**config.mk**
```make
export PLATFORM = sky130hd
export DESIGN_NAME = pcie_top
export DESIGN_NICKNAME = d
export VERILOG_FILES = /design/src/hw/pcie_pkg.sv /design/src/hw/qtable_ram.sv /design/src/hw/queue_table.sv /design/src/hw/pio_regs.sv /design/src/hw/queue_sched.sv /design/src/hw/status_regs.sv /design/src/hw/pcie_top.sv
export SDC_FILE = /design/constraint.sdc
export NUM_CORES = 2
export LEC_CHECK = 0
export BUFFER_PORTS_ARGS = -buffer_cell sky130_fd_sc_hd__buf_2
export CAP_MARGIN = 30
export CORE_AREA = 10 10 733 735
export CTS_BUF_LIST = sky130_fd_sc_hd__clkbuf_16
export DETAILED_ROUTE_END_ITERATION = 10
export DIE_AREA = 0 0 743 745
export PLACE_DENSITY = 0.36
export SLEW_MARGIN = 25
export SYNTH_ARGS = -nofsm -noshare
export SYNTH_HDL_FRONTEND = slang
export SYNTH_SLANG_ARGS = --single-unit
```
**constraint.sdc**
```tcl
create_clock -name pcie_clk -period 6.62 [get_ports pcie_clk]
set_clock_uncertainty 0.1 [all_clocks]
set_input_delay 1.324 -clock pcie_clk [delete_from_list [all_inputs] [get_ports pcie_clk]]
set_output_delay 1.324 -clock pcie_clk [all_outputs]
set_load 0.005 [all_outputs]
```
**src/hw/pcie_pkg.sv**
```systemverilog
package pcie_pkg;

    // register pages, one per application
    localparam int MAX_NB_APPS   = 4;
    localparam int APP_IDX_WIDTH = 2;
    localparam int REGS_PER_PAGE = 4;
    localparam int NB_PIO_REGS   = 16;
    localparam int DWORD_BYTES   = 4;

    // BAR0 layout
    localparam int PCIE_ADDR_WIDTH = 16;
    localparam int PAGE_LSB        = 12;
    localparam int RB_BRAM_OFFSET  = 256;
    localparam int RB_LINE_AWIDTH  = 10;

    // queue table, field 0 tails, 1 heads, 2 kmem_low, 3 kmem_high
    localparam int QT_DWIDTH      = 32;
    localparam int QT_FIELD_WIDTH = 2;

    // status bus
    localparam int STAT_SEL_WIDTH  = 2;
    localparam int STAT_PCIE_SEL   = 1;
    localparam int STAT_REG_AWIDTH = 8;

    // scheduler FSM encoding
    localparam logic [1:0] IDLE         = 2'd0;
    localparam logic [1:0] RAM_WAIT_1   = 2'd1;
    localparam logic [1:0] RAM_WAIT_2   = 2'd2;
    localparam logic [1:0] SWITCH_QUEUE = 2'd3;

    // control word, raw from the status bus or split into fields
    typedef union packed {
        logic [31:0] raw;
        struct packed {
            logic [4:0]  total_nb_queues;
            logic [25:0] rb_size;
            logic        disable_pcie;
        } fld;
    } ctrl_reg_u;

endpackage

```
**src/hw/qtable_ram.sv**
```systemverilog
`timescale 1ns/1ps

module qtable_ram (
    input  logic                               pcie_clk,
    input  logic [pcie_pkg::APP_IDX_WIDTH-1:0] addr_a,
    input  logic [pcie_pkg::APP_IDX_WIDTH-1:0] addr_b,
    input  logic [pcie_pkg::QT_DWIDTH-1:0]     wdata_a,
    input  logic [pcie_pkg::QT_DWIDTH-1:0]     wdata_b,
    input  logic                               we_a,
    input  logic                               we_b,
    input  logic                               rden_b,
    output logic [pcie_pkg::QT_DWIDTH-1:0]     rdata_b
);
    import pcie_pkg::*;

    logic [QT_DWIDTH-1:0]     mem [MAX_NB_APPS];
    logic [APP_IDX_WIDTH-1:0] addr_b_r;

    always_ff @(posedge pcie_clk) begin
        if (we_a) begin
            mem[addr_a] <= wdata_a;
        end
        if (we_b) begin
            mem[addr_b] <= wdata_b;
        end
        // address register then output register, like the block RAM
        if (rden_b) begin
            addr_b_r <= addr_b;
        end
        rdata_b <= mem[addr_b_r];
    end

endmodule

```
**src/hw/queue_table.sv**
```systemverilog
`timescale 1ns/1ps

module queue_table (
    input  logic                                pcie_clk,
    input  logic                                pcie_reset_n,
    input  logic                                tail_we,
    input  logic [pcie_pkg::APP_IDX_WIDTH-1:0]  tail_idx,
    input  logic [pcie_pkg::QT_DWIDTH-1:0]      tail_wdata,
    input  logic                                bar_we,
    input  logic [pcie_pkg::QT_FIELD_WIDTH-1:0] bar_field,
    input  logic [pcie_pkg::APP_IDX_WIDTH-1:0]  bar_idx,
    input  logic [pcie_pkg::QT_DWIDTH-1:0]      bar_wdata,
    input  logic                                rd_req,
    input  logic [pcie_pkg::QT_FIELD_WIDTH-1:0] rd_field,
    input  logic [pcie_pkg::APP_IDX_WIDTH-1:0]  rd_idx,
    output logic [pcie_pkg::QT_DWIDTH-1:0]      rd_data,
    output logic                                rd_valid
);
    import pcie_pkg::*;

    logic                      pend_valid;
    logic [QT_FIELD_WIDTH-1:0] pend_field;
    logic [APP_IDX_WIDTH-1:0]  pend_idx;
    logic                      rd_go;
    logic [QT_FIELD_WIDTH-1:0] go_field;
    logic [APP_IDX_WIDTH-1:0]  go_idx;
    logic [1:0]                go_pipe;
    logic [QT_FIELD_WIDTH-1:0] field_r1;
    logic [QT_FIELD_WIDTH-1:0] field_r2;
    logic [QT_DWIDTH-1:0]      q_b [REGS_PER_PAGE];

    // a new request skips the pending register when port B is free
    assign go_field = rd_req ? rd_field : pend_field;
    assign go_idx   = rd_req ? rd_idx : pend_idx;
    assign rd_go    = (rd_req || pend_valid) && !bar_we;

    for (genvar f = 0; f < REGS_PER_PAGE; f++) begin : g_field
        // port A only carries the scheduler's tail writes
        qtable_ram i_qtable_ram (
            .pcie_clk (pcie_clk),
            .addr_a   (tail_idx),
            .addr_b   (bar_we ? bar_idx : go_idx),
            .wdata_a  (tail_wdata),
            .wdata_b  (bar_wdata),
            .we_a     ((f == 0) && tail_we),
            .we_b     (bar_we && (bar_field == f)),
            .rden_b   (rd_go && (go_field == f)),
            .rdata_b  (q_b[f])
        );
    end

    always_ff @(posedge pcie_clk) begin
        if (rd_req) begin
            pend_field <= rd_field;
            pend_idx   <= rd_idx;
        end
        // field number follows the two RAM cycles
        field_r1 <= go_field;
        field_r2 <= field_r1;
        rd_data  <= q_b[field_r2];
    end

    always_ff @(posedge pcie_clk) begin
        if (!pcie_reset_n) begin
            pend_valid <= 1'b0;
            go_pipe    <= '0;
            rd_valid   <= 1'b0;
        end else begin
            // BAR0 writes own port B, the read waits
            pend_valid <= (rd_req || pend_valid) && bar_we;
            go_pipe    <= {go_pipe[0], rd_go};
            rd_valid   <= go_pipe[1];
        end
    end

endmodule

```
**src/hw/pio_regs.sv**
```systemverilog
`timescale 1ns/1ps

module pio_regs (
    input  logic                                 pcie_clk,
    input  logic                                 pcie_reset_n,
    input  logic [pcie_pkg::PCIE_ADDR_WIDTH-1:0] address_0,
    input  logic                                 read_0,
    input  logic                                 write_0,
    input  logic [511:0]                         writedata_0,
    input  logic [63:0]                          byteenable_0,
    output logic [511:0]                         readdata_0,
    output logic                                 readdatavalid_0,
    output logic                                 frb_read,
    output logic [pcie_pkg::RB_LINE_AWIDTH-1:0]  frb_address,
    input  logic [511:0]                         frb_readdata,
    input  logic                                 frb_readvalid,
    input  logic [pcie_pkg::QT_DWIDTH-1:0]       tails [pcie_pkg::MAX_NB_APPS],
    output logic [pcie_pkg::QT_DWIDTH-1:0]       heads [pcie_pkg::MAX_NB_APPS],
    output logic [pcie_pkg::QT_DWIDTH-1:0]       kmem_low [pcie_pkg::MAX_NB_APPS],
    output logic [pcie_pkg::QT_DWIDTH-1:0]       kmem_high [pcie_pkg::MAX_NB_APPS],
    output logic                                 bar_we,
    output logic [pcie_pkg::QT_FIELD_WIDTH-1:0]  bar_field,
    output logic [pcie_pkg::APP_IDX_WIDTH-1:0]   bar_idx,
    output logic [pcie_pkg::QT_DWIDTH-1:0]       bar_wdata
);
    import pcie_pkg::*;

    logic [QT_DWIDTH-1:0]      wr_regs [NB_PIO_REGS];
    logic [QT_DWIDTH-1:0]      pio_view [NB_PIO_REGS];
    logic [APP_IDX_WIDTH-1:0]  page;
    logic [APP_IDX_WIDTH-1:0]  page_r1;
    logic [APP_IDX_WIDTH-1:0]  page_r2;
    logic [APP_IDX_WIDTH-1:0]  qt_page;
    logic [RB_LINE_AWIDTH-1:0] line;
    logic                      reg_region;
    logic                      region_r1;
    logic                      region_r2;
    logic                      read_r1;
    logic                      read_r2;
    logic                      reg_rd;
    logic [REGS_PER_PAGE-1:0]  wr_mask;
    logic [REGS_PER_PAGE-1:0]  qt_pend;
    logic [QT_FIELD_WIDTH-1:0] qt_sel;

    assign page        = address_0[PAGE_LSB +: APP_IDX_WIDTH];
    assign line        = address_0[PCIE_ADDR_WIDTH-1 -: RB_LINE_AWIDTH];
    assign reg_region  = line < RB_LINE_AWIDTH'(RB_BRAM_OFFSET);
    assign frb_read    = read_0 && !reg_region;
    assign frb_address = line - RB_LINE_AWIDTH'(RB_BRAM_OFFSET);
    assign reg_rd      = region_r2 && read_r2;

    always_comb begin
        // dword 0 is the tail and never takes a CPU write
        wr_mask = '0;
        for (int i = 1; i < REGS_PER_PAGE; i++) begin
            wr_mask[i] = &byteenable_0[i*DWORD_BYTES +: DWORD_BYTES];
        end
        // lowest pending field goes to the table first
        qt_sel = '0;
        for (int i = REGS_PER_PAGE - 1; i > 0; i--) begin
            if (qt_pend[i]) begin
                qt_sel = QT_FIELD_WIDTH'(i);
            end
        end
    end

    always_comb begin
        for (int p = 0; p < MAX_NB_APPS; p++) begin
            pio_view[p*REGS_PER_PAGE] = tails[p];
            for (int k = 1; k < REGS_PER_PAGE; k++) begin
                pio_view[p*REGS_PER_PAGE+k] = wr_regs[p*REGS_PER_PAGE+k];
            end
            heads[p]     = wr_regs[p*REGS_PER_PAGE+1];
            kmem_low[p]  = wr_regs[p*REGS_PER_PAGE+2];
            kmem_high[p] = wr_regs[p*REGS_PER_PAGE+3];
        end
    end

    always_ff @(posedge pcie_clk) begin
        if (!pcie_reset_n) begin
            wr_regs <= '{default: '0};
            qt_pend <= '0;
            bar_we  <= 1'b0;
        end else begin
            bar_we <= |qt_pend;
            if (|qt_pend) begin
                qt_pend[qt_sel] <= 1'b0;
            end
            // a new write restarts the table update for its own page
            if (write_0) begin
                for (int i = 1; i < REGS_PER_PAGE; i++) begin
                    if (wr_mask[i]) begin
                        wr_regs[page*REGS_PER_PAGE+i] <=
                            writedata_0[i*QT_DWIDTH +: QT_DWIDTH];
                    end
                end
                qt_pend <= wr_mask;
                qt_page <= page;
            end
        end
    end

    always_ff @(posedge pcie_clk) begin
        bar_field <= qt_sel;
        bar_idx   <= qt_page;
        bar_wdata <= wr_regs[qt_page*REGS_PER_PAGE+qt_sel];
    end

    // two stage read delay, then register or ring-buffer data
    always_ff @(posedge pcie_clk) begin
        region_r1 <= reg_region;
        region_r2 <= region_r1;
        page_r1   <= page;
        page_r2   <= page_r1;
        if (reg_rd) begin
            readdata_0 <= {384'h0,
                           pio_view[page_r2*REGS_PER_PAGE+3],
                           pio_view[page_r2*REGS_PER_PAGE+2],
                           pio_view[page_r2*REGS_PER_PAGE+1],
                           pio_view[page_r2*REGS_PER_PAGE]};
        end else begin
            readdata_0 <= frb_readdata;
        end
        if (!pcie_reset_n) begin
            read_r1         <= 1'b0;
            read_r2         <= 1'b0;
            readdatavalid_0 <= 1'b0;
        end else begin
            read_r1         <= read_0;
            read_r2         <= read_r1;
            readdatavalid_0 <= reg_rd || frb_readvalid;
        end
    end

endmodule

```
**src/hw/queue_sched.sv**
```systemverilog
`timescale 1ns/1ps

module queue_sched (
    input  logic                               pcie_clk,
    input  logic                               pcie_reset_n,
    input  logic                               dma_done,
    input  logic [pcie_pkg::QT_DWIDTH-1:0]     new_tail,
    input  logic [4:0]                         total_nb_queues,
    input  logic [pcie_pkg::QT_DWIDTH-1:0]     heads [pcie_pkg::MAX_NB_APPS],
    input  logic [pcie_pkg::QT_DWIDTH-1:0]     kmem_low [pcie_pkg::MAX_NB_APPS],
    input  logic [pcie_pkg::QT_DWIDTH-1:0]     kmem_high [pcie_pkg::MAX_NB_APPS],
    output logic [pcie_pkg::QT_DWIDTH-1:0]     tails [pcie_pkg::MAX_NB_APPS],
    output logic [pcie_pkg::QT_DWIDTH-1:0]     f2c_tail,
    output logic [pcie_pkg::QT_DWIDTH-1:0]     f2c_head,
    output logic [63:0]                        f2c_kmem_addr,
    output logic                               tail_we,
    output logic [pcie_pkg::APP_IDX_WIDTH-1:0] tail_idx,
    output logic [pcie_pkg::QT_DWIDTH-1:0]     tail_wdata
);
    import pcie_pkg::*;

    logic [1:0]               state;
    logic [APP_IDX_WIDTH-1:0] queue_id;
    logic [APP_IDX_WIDTH-1:0] next_q;

    // round robin over 0 .. total_nb_queues-1
    always_comb begin
        if (total_nb_queues <= 5'd1 || 5'(queue_id) == total_nb_queues - 5'd1) begin
            next_q = '0;
        end else begin
            next_q = queue_id + 1'b1;
        end
    end

    always_ff @(posedge pcie_clk) begin
        f2c_tail      <= tails[queue_id];
        f2c_head      <= heads[queue_id];
        f2c_kmem_addr <= {kmem_high[queue_id], kmem_low[queue_id]};
        tail_idx      <= queue_id;
        tail_wdata    <= tails[queue_id];
        if (!pcie_reset_n) begin
            state    <= IDLE;
            queue_id <= '0;
            tails    <= '{default: '0};
            tail_we  <= 1'b0;
        end else begin
            tail_we <= 1'b0;
            case (state)
                IDLE: begin
                    if (dma_done) begin
                        tails[queue_id] <= new_tail;
                        state           <= RAM_WAIT_1;
                    end
                end
                RAM_WAIT_1: state <= RAM_WAIT_2;
                RAM_WAIT_2: state <= SWITCH_QUEUE;
                SWITCH_QUEUE: begin
                    // store the finished queue's tail, then move on
                    tail_we  <= 1'b1;
                    queue_id <= next_q;
                    state    <= IDLE;
                end
                default: state <= IDLE;
            endcase
        end
    end

endmodule

```
**src/hw/status_regs.sv**
```systemverilog
`timescale 1ns/1ps

module status_regs (
    input  logic                                pcie_clk,
    input  logic                                pcie_reset_n,
    input  logic [29:0]                         status_addr,
    input  logic                                status_read,
    input  logic                                status_write,
    input  logic [31:0]                         status_writedata,
    output logic [31:0]                         status_readdata,
    output logic                                status_readdata_valid,
    output pcie_pkg::ctrl_reg_u                 ctrl,
    output logic                                rd_req,
    output logic [pcie_pkg::QT_FIELD_WIDTH-1:0] rd_field,
    output logic [pcie_pkg::APP_IDX_WIDTH-1:0]  rd_idx,
    input  logic [pcie_pkg::QT_DWIDTH-1:0]      rd_data,
    input  logic                                rd_valid
);
    import pcie_pkg::*;

    logic [29:0]                addr_r;
    logic                       read_r;
    logic                       write_r;
    logic [31:0]                wdata_r;
    logic                       hit;
    logic [STAT_REG_AWIDTH-1:0] reg_off;
    logic [STAT_REG_AWIDTH-1:0] tbl_ent;

    assign hit     = addr_r[29 -: STAT_SEL_WIDTH] == STAT_SEL_WIDTH'(STAT_PCIE_SEL);
    assign reg_off = addr_r[STAT_REG_AWIDTH-1:0];
    // table entries start at offset 1, four fields per queue
    assign tbl_ent = reg_off - 1'b1;

    always_ff @(posedge pcie_clk) begin
        addr_r  <= status_addr;
        wdata_r <= status_writedata;
        if (!pcie_reset_n) begin
            read_r                <= 1'b0;
            write_r               <= 1'b0;
            status_readdata_valid <= 1'b0;
            rd_req                <= 1'b0;
            ctrl                  <= '0;
        end else begin
            read_r                <= status_read;
            write_r               <= status_write;
            status_readdata_valid <= 1'b0;
            rd_req                <= 1'b0;
            if (rd_valid) begin
                status_readdata       <= rd_data;
                status_readdata_valid <= 1'b1;
            end
            if (hit && read_r) begin
                if (reg_off == '0) begin
                    status_readdata       <= ctrl.raw;
                    status_readdata_valid <= 1'b1;
                end else begin
                    rd_req   <= 1'b1;
                    rd_field <= tbl_ent[QT_FIELD_WIDTH-1:0];
                    rd_idx   <= tbl_ent[QT_FIELD_WIDTH +: APP_IDX_WIDTH];
                end
            end
            if (hit && write_r && reg_off == '0) begin
                ctrl.raw <= wdata_r;
            end
        end
    end

endmodule

```
**src/hw/pcie_top.sv**
```systemverilog
`timescale 1ns/1ps

module pcie_top (
    input  logic                                 pcie_clk,
    input  logic                                 pcie_reset_n,
    input  logic [pcie_pkg::PCIE_ADDR_WIDTH-1:0] address_0,
    input  logic                                 read_0,
    input  logic                                 write_0,
    input  logic [511:0]                         writedata_0,
    input  logic [63:0]                          byteenable_0,
    output logic [511:0]                         readdata_0,
    output logic                                 readdatavalid_0,
    output logic                                 frb_read,
    output logic [pcie_pkg::RB_LINE_AWIDTH-1:0]  frb_address,
    input  logic [511:0]                         frb_readdata,
    input  logic                                 frb_readvalid,
    input  logic                                 dma_done,
    input  logic [pcie_pkg::QT_DWIDTH-1:0]       new_tail,
    output logic [pcie_pkg::QT_DWIDTH-1:0]       f2c_tail,
    output logic [pcie_pkg::QT_DWIDTH-1:0]       f2c_head,
    output logic [63:0]                          f2c_kmem_addr,
    input  logic [29:0]                          status_addr,
    input  logic                                 status_read,
    input  logic                                 status_write,
    input  logic [31:0]                          status_writedata,
    output logic [31:0]                          status_readdata,
    output logic                                 status_readdata_valid,
    output logic                                 disable_pcie,
    output logic [25:0]                          rb_size
);
    import pcie_pkg::*;

    ctrl_reg_u                 ctrl;
    logic [QT_DWIDTH-1:0]      tails [MAX_NB_APPS];
    logic [QT_DWIDTH-1:0]      heads [MAX_NB_APPS];
    logic [QT_DWIDTH-1:0]      kmem_low [MAX_NB_APPS];
    logic [QT_DWIDTH-1:0]      kmem_high [MAX_NB_APPS];
    logic                      bar_we;
    logic [QT_FIELD_WIDTH-1:0] bar_field;
    logic [APP_IDX_WIDTH-1:0]  bar_idx;
    logic [QT_DWIDTH-1:0]      bar_wdata;
    logic                      tail_we;
    logic [APP_IDX_WIDTH-1:0]  tail_idx;
    logic [QT_DWIDTH-1:0]      tail_wdata;
    logic                      rd_req;
    logic [QT_FIELD_WIDTH-1:0] rd_field;
    logic [APP_IDX_WIDTH-1:0]  rd_idx;
    logic [QT_DWIDTH-1:0]      rd_data;
    logic                      rd_valid;

    assign disable_pcie = ctrl.fld.disable_pcie;
    assign rb_size      = ctrl.fld.rb_size;

    pio_regs i_pio_regs (
        .pcie_clk, .pcie_reset_n,
        .address_0, .read_0, .write_0, .writedata_0, .byteenable_0,
        .readdata_0, .readdatavalid_0,
        .frb_read, .frb_address, .frb_readdata, .frb_readvalid,
        .tails, .heads, .kmem_low, .kmem_high,
        .bar_we, .bar_field, .bar_idx, .bar_wdata
    );

    queue_table i_queue_table (
        .pcie_clk, .pcie_reset_n,
        .tail_we, .tail_idx, .tail_wdata,
        .bar_we, .bar_field, .bar_idx, .bar_wdata,
        .rd_req, .rd_field, .rd_idx, .rd_data, .rd_valid
    );

    queue_sched i_queue_sched (
        .pcie_clk, .pcie_reset_n,
        .dma_done, .new_tail,
        .total_nb_queues (ctrl.fld.total_nb_queues),
        .heads, .kmem_low, .kmem_high, .tails,
        .f2c_tail, .f2c_head, .f2c_kmem_addr,
        .tail_we, .tail_idx, .tail_wdata
    );

    status_regs i_status_regs (
        .pcie_clk, .pcie_reset_n,
        .status_addr, .status_read, .status_write, .status_writedata,
        .status_readdata, .status_readdata_valid,
        .ctrl,
        .rd_req, .rd_field, .rd_idx, .rd_data, .rd_valid
    );

endmodule

```
* Word-level counts from Yosys, hierarchy flattened
Memory sizes are Yosys's and may differ from the RTL's. A register that Yosys moved wholly into a read port is not among the register bits.
Index checks and enable logic that the tools add are counted.
** Cells by class
- $add $sub $neg :: 11
- Order comparisons :: 18
- Equal/unequal tests :: 12
- Muxes and demuxes :: 81
- Bitwise gates (word level) :: 14
- Reductions and logical operators :: 39
** Operators by type and width (count)
- two-way mux 512 bit :: 7
- bitwise mux 512 bit :: 3
- two-way mux 32 bit :: 27
- binary-select mux 32 bit (select 4 bit) :: 5
- demux 32 bit (select 4 bit) :: 3
- binary-select mux 32 bit (select 2 bit) :: 5
- greater-or-equal comparator 33 x 5 -> 1 bit, second input constant :: 8
- inverter 32 -> 33 bit :: 7
- bitwise mux 128 bit :: 1
- two-way mux 128 bit :: 1
- < comparator 33 x 1 -> 1 bit, second input constant :: 3
- demux 32 bit (select 2 bit) :: 1
- inverter 4 -> 33 bit :: 1
- adder 4 x 2 -> 5 bit, second input constant :: 4
- logical AND 1 bit :: 20
- two-way mux 1 bit :: 16
- two-way mux 2 bit :: 8
- == test 2 bit, second input constant :: 6
- AND reduction 4 bit :: 3
- adder 4 x 1 -> 5 bit, second input constant :: 2
- < comparator 10 x 9 -> 1 bit, second input constant :: 1
- subtractor 10 x 9 -> 10 bit, second input constant :: 1
- == test 2 x 1 -> 1 bit, second input constant :: 4
- logical NOT 8 bit :: 1
- other kinds (26) :: 37
** Storage, ports and cells
- Bits in registers :: 1523
- Memory bits (writable) :: 512
- Input port bits :: 1206
- Output and inout bits :: 712
- Memories kept :: 4
** Memories
- i_queue_table.g_field[0].i_qtable_ram.mem :: words 4, bits a word 32, read ports 1, clocked after Yosys merged registers in 1, wr ports 2, RTL line qtable_ram.sv:16 : logic [QT_DWIDTH-1:0] mem [MAX_NB_APPS];
- i_queue_table.g_field[1].i_qtable_ram.mem :: words 4, bits a word 32, read ports 1, clocked after Yosys merged registers in 1, wr ports 1, RTL line qtable_ram.sv:16
- i_queue_table.g_field[2].i_qtable_ram.mem :: words 4, bits a word 32, read ports 1, clocked after Yosys merged registers in 1, wr ports 1, RTL line qtable_ram.sv:16
- i_queue_table.g_field[3].i_qtable_ram.mem :: words 4, bits a word 32, read ports 1, clocked after Yosys merged registers in 1, wr ports 1, RTL line qtable_ram.sv:16

* Depth between registers and ports, before layout
- Word-level depth :: 16
- Mapped depth :: 10

* Modules after synthesis
Synthesis repeated with hierarchy kept, for this count alone.
** Unflattened totals
- Cell total of the unflattened synthesis :: 6385
- Area, all modules :: 81236.7 sq um
** By module, submodules not included
- pio_regs :: instances 1, cells each 3623, area each 36277.3 sq um, sequential area each 18998.2 sq um
- qtable_ram :: instances 4, cells each 353, area each 6940.4 sq um, sequential area each 4544.4 sq um
- queue_sched :: instances 1, cells each 926, area each 11039.3 sq um, sequential area each 5265.0 sq um
- status_regs :: instances 1, cells each 313, area each 4304.1 sq um, sequential area each 2642.5 sq um
- queue_table :: instances 1, cells each 111, area each 1854.3 sq um, sequential area each 840.8 sq um

* Least setup slack after synthesis
No wires, ideal clock.
- Path kind :: reg-to-reg
- Start point :: reg i_pio_regs.bar_field[0] (netlist name)
- End point :: mem i_queue_table.g_field[1].i_qtable_ram.mem[1][0] (enable)
- Arrival :: 2.915 ns
- Data required time :: 6.059 ns
- Slack :: 3.144 ns
- Stages on the path, launching flop included :: 4
- Path buffers :: 1
- Clock period less this slack :: 3.476 ns
- Path through :: dfxtp_1 > clkbuf_1 > nand2b_1 > nor3_1
** On the way
- Cells in the longest elaborated chain, start to end :: 4
** Ends and longest elaborated chain
- start: declaration :: RTL line pio_regs.sv:22 : output logic [pcie_pkg::QT_FIELD_WIDTH-1:0] bar_field,
- start signal: assignment :: RTL line pio_regs.sv:104 : bar_field <= qt_sel;
- == test 2 x 1 -> 1 bit :: RTL line queue_table.sv:46 : .we_b (bar_we && (bar_field == f)),
- logical AND 1 bit :: RTL line queue_table.sv:46
- two-way mux 1 bit :: RTL line qtable_ram.sv:23 : if (we_b) begin
- two-way mux 1 bit (not written as such) :: RTL line qtable_ram.sv:24 : mem[addr_b] <= wdata_b;
- end: declaration :: RTL line qtable_ram.sv:16
No other way between the ends.

* Final worst setup path
- Start point :: reg i_pio_regs.qt_page[0]
- End point :: reg i_pio_regs.bar_wdata[17] (netlist name)
** On the way
- Cells in the longest elaborated chain, start to end :: 5
** Ends and longest elaborated chain
- start: declaration :: RTL line pio_regs.sv:33 : logic [APP_IDX_WIDTH-1:0] qt_page;
- start signal: assignment :: RTL line pio_regs.sv:98 : qt_page <= page;
- adder 4 x 2 -> 5 bit :: RTL line pio_regs.sv:106 : bar_wdata <= wr_regs[qt_page*REGS_PER_PAGE+qt_sel];
- inverter 32 -> 33 bit (not written as such) :: RTL line pio_regs.sv:106
- binary-select mux 32 bit (select 4 bit) :: RTL line pio_regs.sv:106
- two-way mux 32 bit (not written as such) (2 in series) :: RTL line pio_regs.sv:106
- end signal: assignment :: RTL line pio_regs.sv:106
- end: declaration :: RTL line pio_regs.sv:24 : output logic [pcie_pkg::QT_DWIDTH-1:0] bar_wdata
No other way between the ends. The select of a mux whose other input is x is not followed.
A chain may end at the register's enable or synchronous reset.

==> results.tsv <==
metric	value	unit
cts_hold_repair.buffers	0	
clockBufferDepth	4	
yosysMostFrequentCell	dfxtp_1	
routabilityCongestion	0.902	
drc_errors	0	
cts_tree	built	
leakagePower	36.1	nW
syn_inst	5726	
holdWs	0.223	ns
place_hpwl	348000	um
crit_arrival	4.32	ns
synth_edf_count	558	
dieArea	0.554	mm2
p_per_area	302	mW/mm2
busiest_layer	met1	
yosysSeqAreaShare	61.2	%
fin_crit_sh	55.2	%
fmax	273	MHz
cts_made_buffers	270	
ys_types	49	
layout_setup_ws	2.96	ns
fp-row-count	266	
wl	451000	um
max_slew_margin	29.2	%
critical_path_class	flip-flop to flip-flop	
synth_nets	6944	
grt_max_degree	154	
setup.worst_path.start	i_pio_regs.qt_page[0]	
synthTopCellsByArea	dfxtp_1 (39%), edfxtp_1 (22%), mux4_2 (12%)	
grtUsageMet3	5.80	%
period_needed	3.66	ns
numClockSinks	2015	
cts_setup_buffers	0	
antenna_found_initial	416	
met2_usage	21.9	%
synthArstFlopShare	0	%
total_power	0.0300	W
synth_warnings	0	
startpoint_type	flip-flop	
final_layout_size_suffix_gt1_share	36.6	%
clk_latency	0.93	ns
fin_tns_setup	0	ns
die_x	743	um
finalSetupViolations	0	
drt_iter0_drc	4636	
rsz0062_at_grt	false	
fin_nets	8300	
vias_per_cell	3.82	
synth_area	0.0750	mm2
cp.required	7.29	ns
synthFlopType	dfxtp_1	
wl_per_cell	31.4	um
yosysTopAreaCell	dfxtp_1	
synth-seq-cells	2015	
cp_max_fo	43	
ir_drop	177	uV
core_area	0.523	mm2
syn_avg_cell_area	13.1	um2
first_pass_iters	5	
start_util	14.3	%
status	completed	
finalHoldViolCount	0	
htreeDepth	5	
ant_nets	0	
endpoint_kind	flip-flop	
holdCritPathClass	flip-flop to flip-flop	
slew_viol_final	0	
syn2layout_area_growth	32.1	%
vias	54800	
final_util	18.9	%
io_pins	1918	
netlist.area_leader.share	38.9	%
dp_slack	2.38	ns
cts_resized	0	
numPortBuffers	1411	
grt_overflow	0	
clk_pin_slew_worst_paths	0.06	ns
grt_pass1_wl	575000	um
synth_commonest_cells	dfxtp_1 (1,457), nand2_1 (1,040), edfxtp_1 (558)	
tightest_slew	1.06	ns
worstHoldStart	i_pio_regs.page_r1[1]	
grt_pass1_vias	54500	
cap_violations	0	
grt_usage	15.5	%
r2r-start	i_pio_regs.qt_page[0]	
globalRouteMet1Util	22.6	%
root_buffer	clkbuf_16	
die_y	745	um
==> metal layers <==
metal  up-vias  part of all wire, %
met1     27600                   48
met2      2974                   40
met5         -                 0.17
met4       124                  2.0
met3       767                  9.8
li1      23300                    -
==> power breakdown <==
group	total, W	leakage (nW)	switching (W)	internal [W]
sequential	0.0136	17.3	0.000475	0.0131
combinational	0.00209	14.5	0.00125	0.000844
clock	0.0143	4.37	0.00619	0.00809
total	0.0300	36.1	0.00792	0.0220
==> through the flow <==
stage | cell area, um2 | std cells
3_5_place_dp | 90400 | 13800
3_3_place_gp | 90200 | 13800
5_1_grt | 99000 | 14300
6_report | 99100 | 14300
4_1_cts | 98800 | 14300
2_1_floorplan | 75000 | 5726
==> critical path, stage by stage, from the launching register on <==
cell      delay (ns)
edfxtp_1        0.32
buf_4           0.62
clkinv_2        0.69
buf_12          0.38
buf_4           0.32
a221o_1         0.39
o221ai_1        0.23
o31ai_2         0.16
buf_4           0.22
==> path summary, 6_finish.rpt <==
path | endpoint | slack, ns | cells after the start
worst max-delay path | i_pio_regs.bar_wdata[17] | 2.96 | 8
worst min-delay path | i_pio_regs.page_r2[1] | 0.22 | 0
worst max register to register | i_pio_regs.bar_wdata[17] | 2.96 | 8
worst min register to register | i_pio_regs.page_r2[1] | 0.22 | 0
==> registers in the layout, summed over array words and instances, names as in the netlist, 64 cells and up <==
signal                                      flops
i_pio_regs.readdata_0                         512
i_pio_regs.heads                              128
i_queue_sched.tails                           128
i_queue_table.g_field.i_qtable_ram.rdata_b    128
i_queue_sched.f2c_kmem_addr                    64
i_queue_table.g_field.i_qtable_ram.mem        512
i_pio_regs.kmem_high                          128
i_pio_regs.kmem_low                           128
==> area by class of cell <==
cell class              instances  area, um2
inverters                      21       80.1
clock buffers                 275       6880
repair buffers               1535       8220
well taps                    6968       8720
diodes                         76        190
multi-input cells            3239      27500
clock inverters               206       1580
fillers                     57000     424000
flip-flops and latches       2015      46000
==> cell families (layout without fill, tap and decap cells) <==
| group | Yosys count | after routing | share of synthesized area [%] |
|---|---|---|---|
| AO/OA/AOI/OAI | 817 | 817 | 8.39 |
| AND/OR/NAND/NOR | 1662 | 1662 | 10.2 |
| multiplexers | 744 | 744 | 17.3 |
| other | 0 | 76 | 0 |
| adder cells (fa/ha/maj) | 12 | 12 | 0.200 |
| buffers and inverters | 472 | 2037 | 2.67 |
| flip-flops | 2015 | 2015 | 61.2 |
| XOR/XNOR | 4 | 4 | 0.0467 |
==> placed cells by master (no fill, tap or decap), types with 6 or more instances in the layout <==
cell type   instances
dfxtp_1          1450
buf_2            1412
nand2_1          1039
edfxtp_1          558
a21boi_0          514
and2_1            458
mux4_2            416
clkbuf_16         275
mux2_2            259
buf_4             105
a221o_1            96
inv_1              81
diode_2            76
mux2i_1            69
a21oi_1            64
clkinv_1           52
nor2_1             46
clkinv_2           37
nor2b_1            36
a22o_1             32
a211oi_1           32
o221ai_1           32
o31ai_2            18
nor2_4             16
o31ai_1            12
ha_1               12
bufinv_16          12
buf_12             12
inv_6               9
clkinvlp_4          7
dfxtp_4             7
nand2b_1            6
nor3_2              6
clkinv_16           6
inv_16              6
clkinv_8            6
No activity file was read; power rests on OpenSTA's default activity.
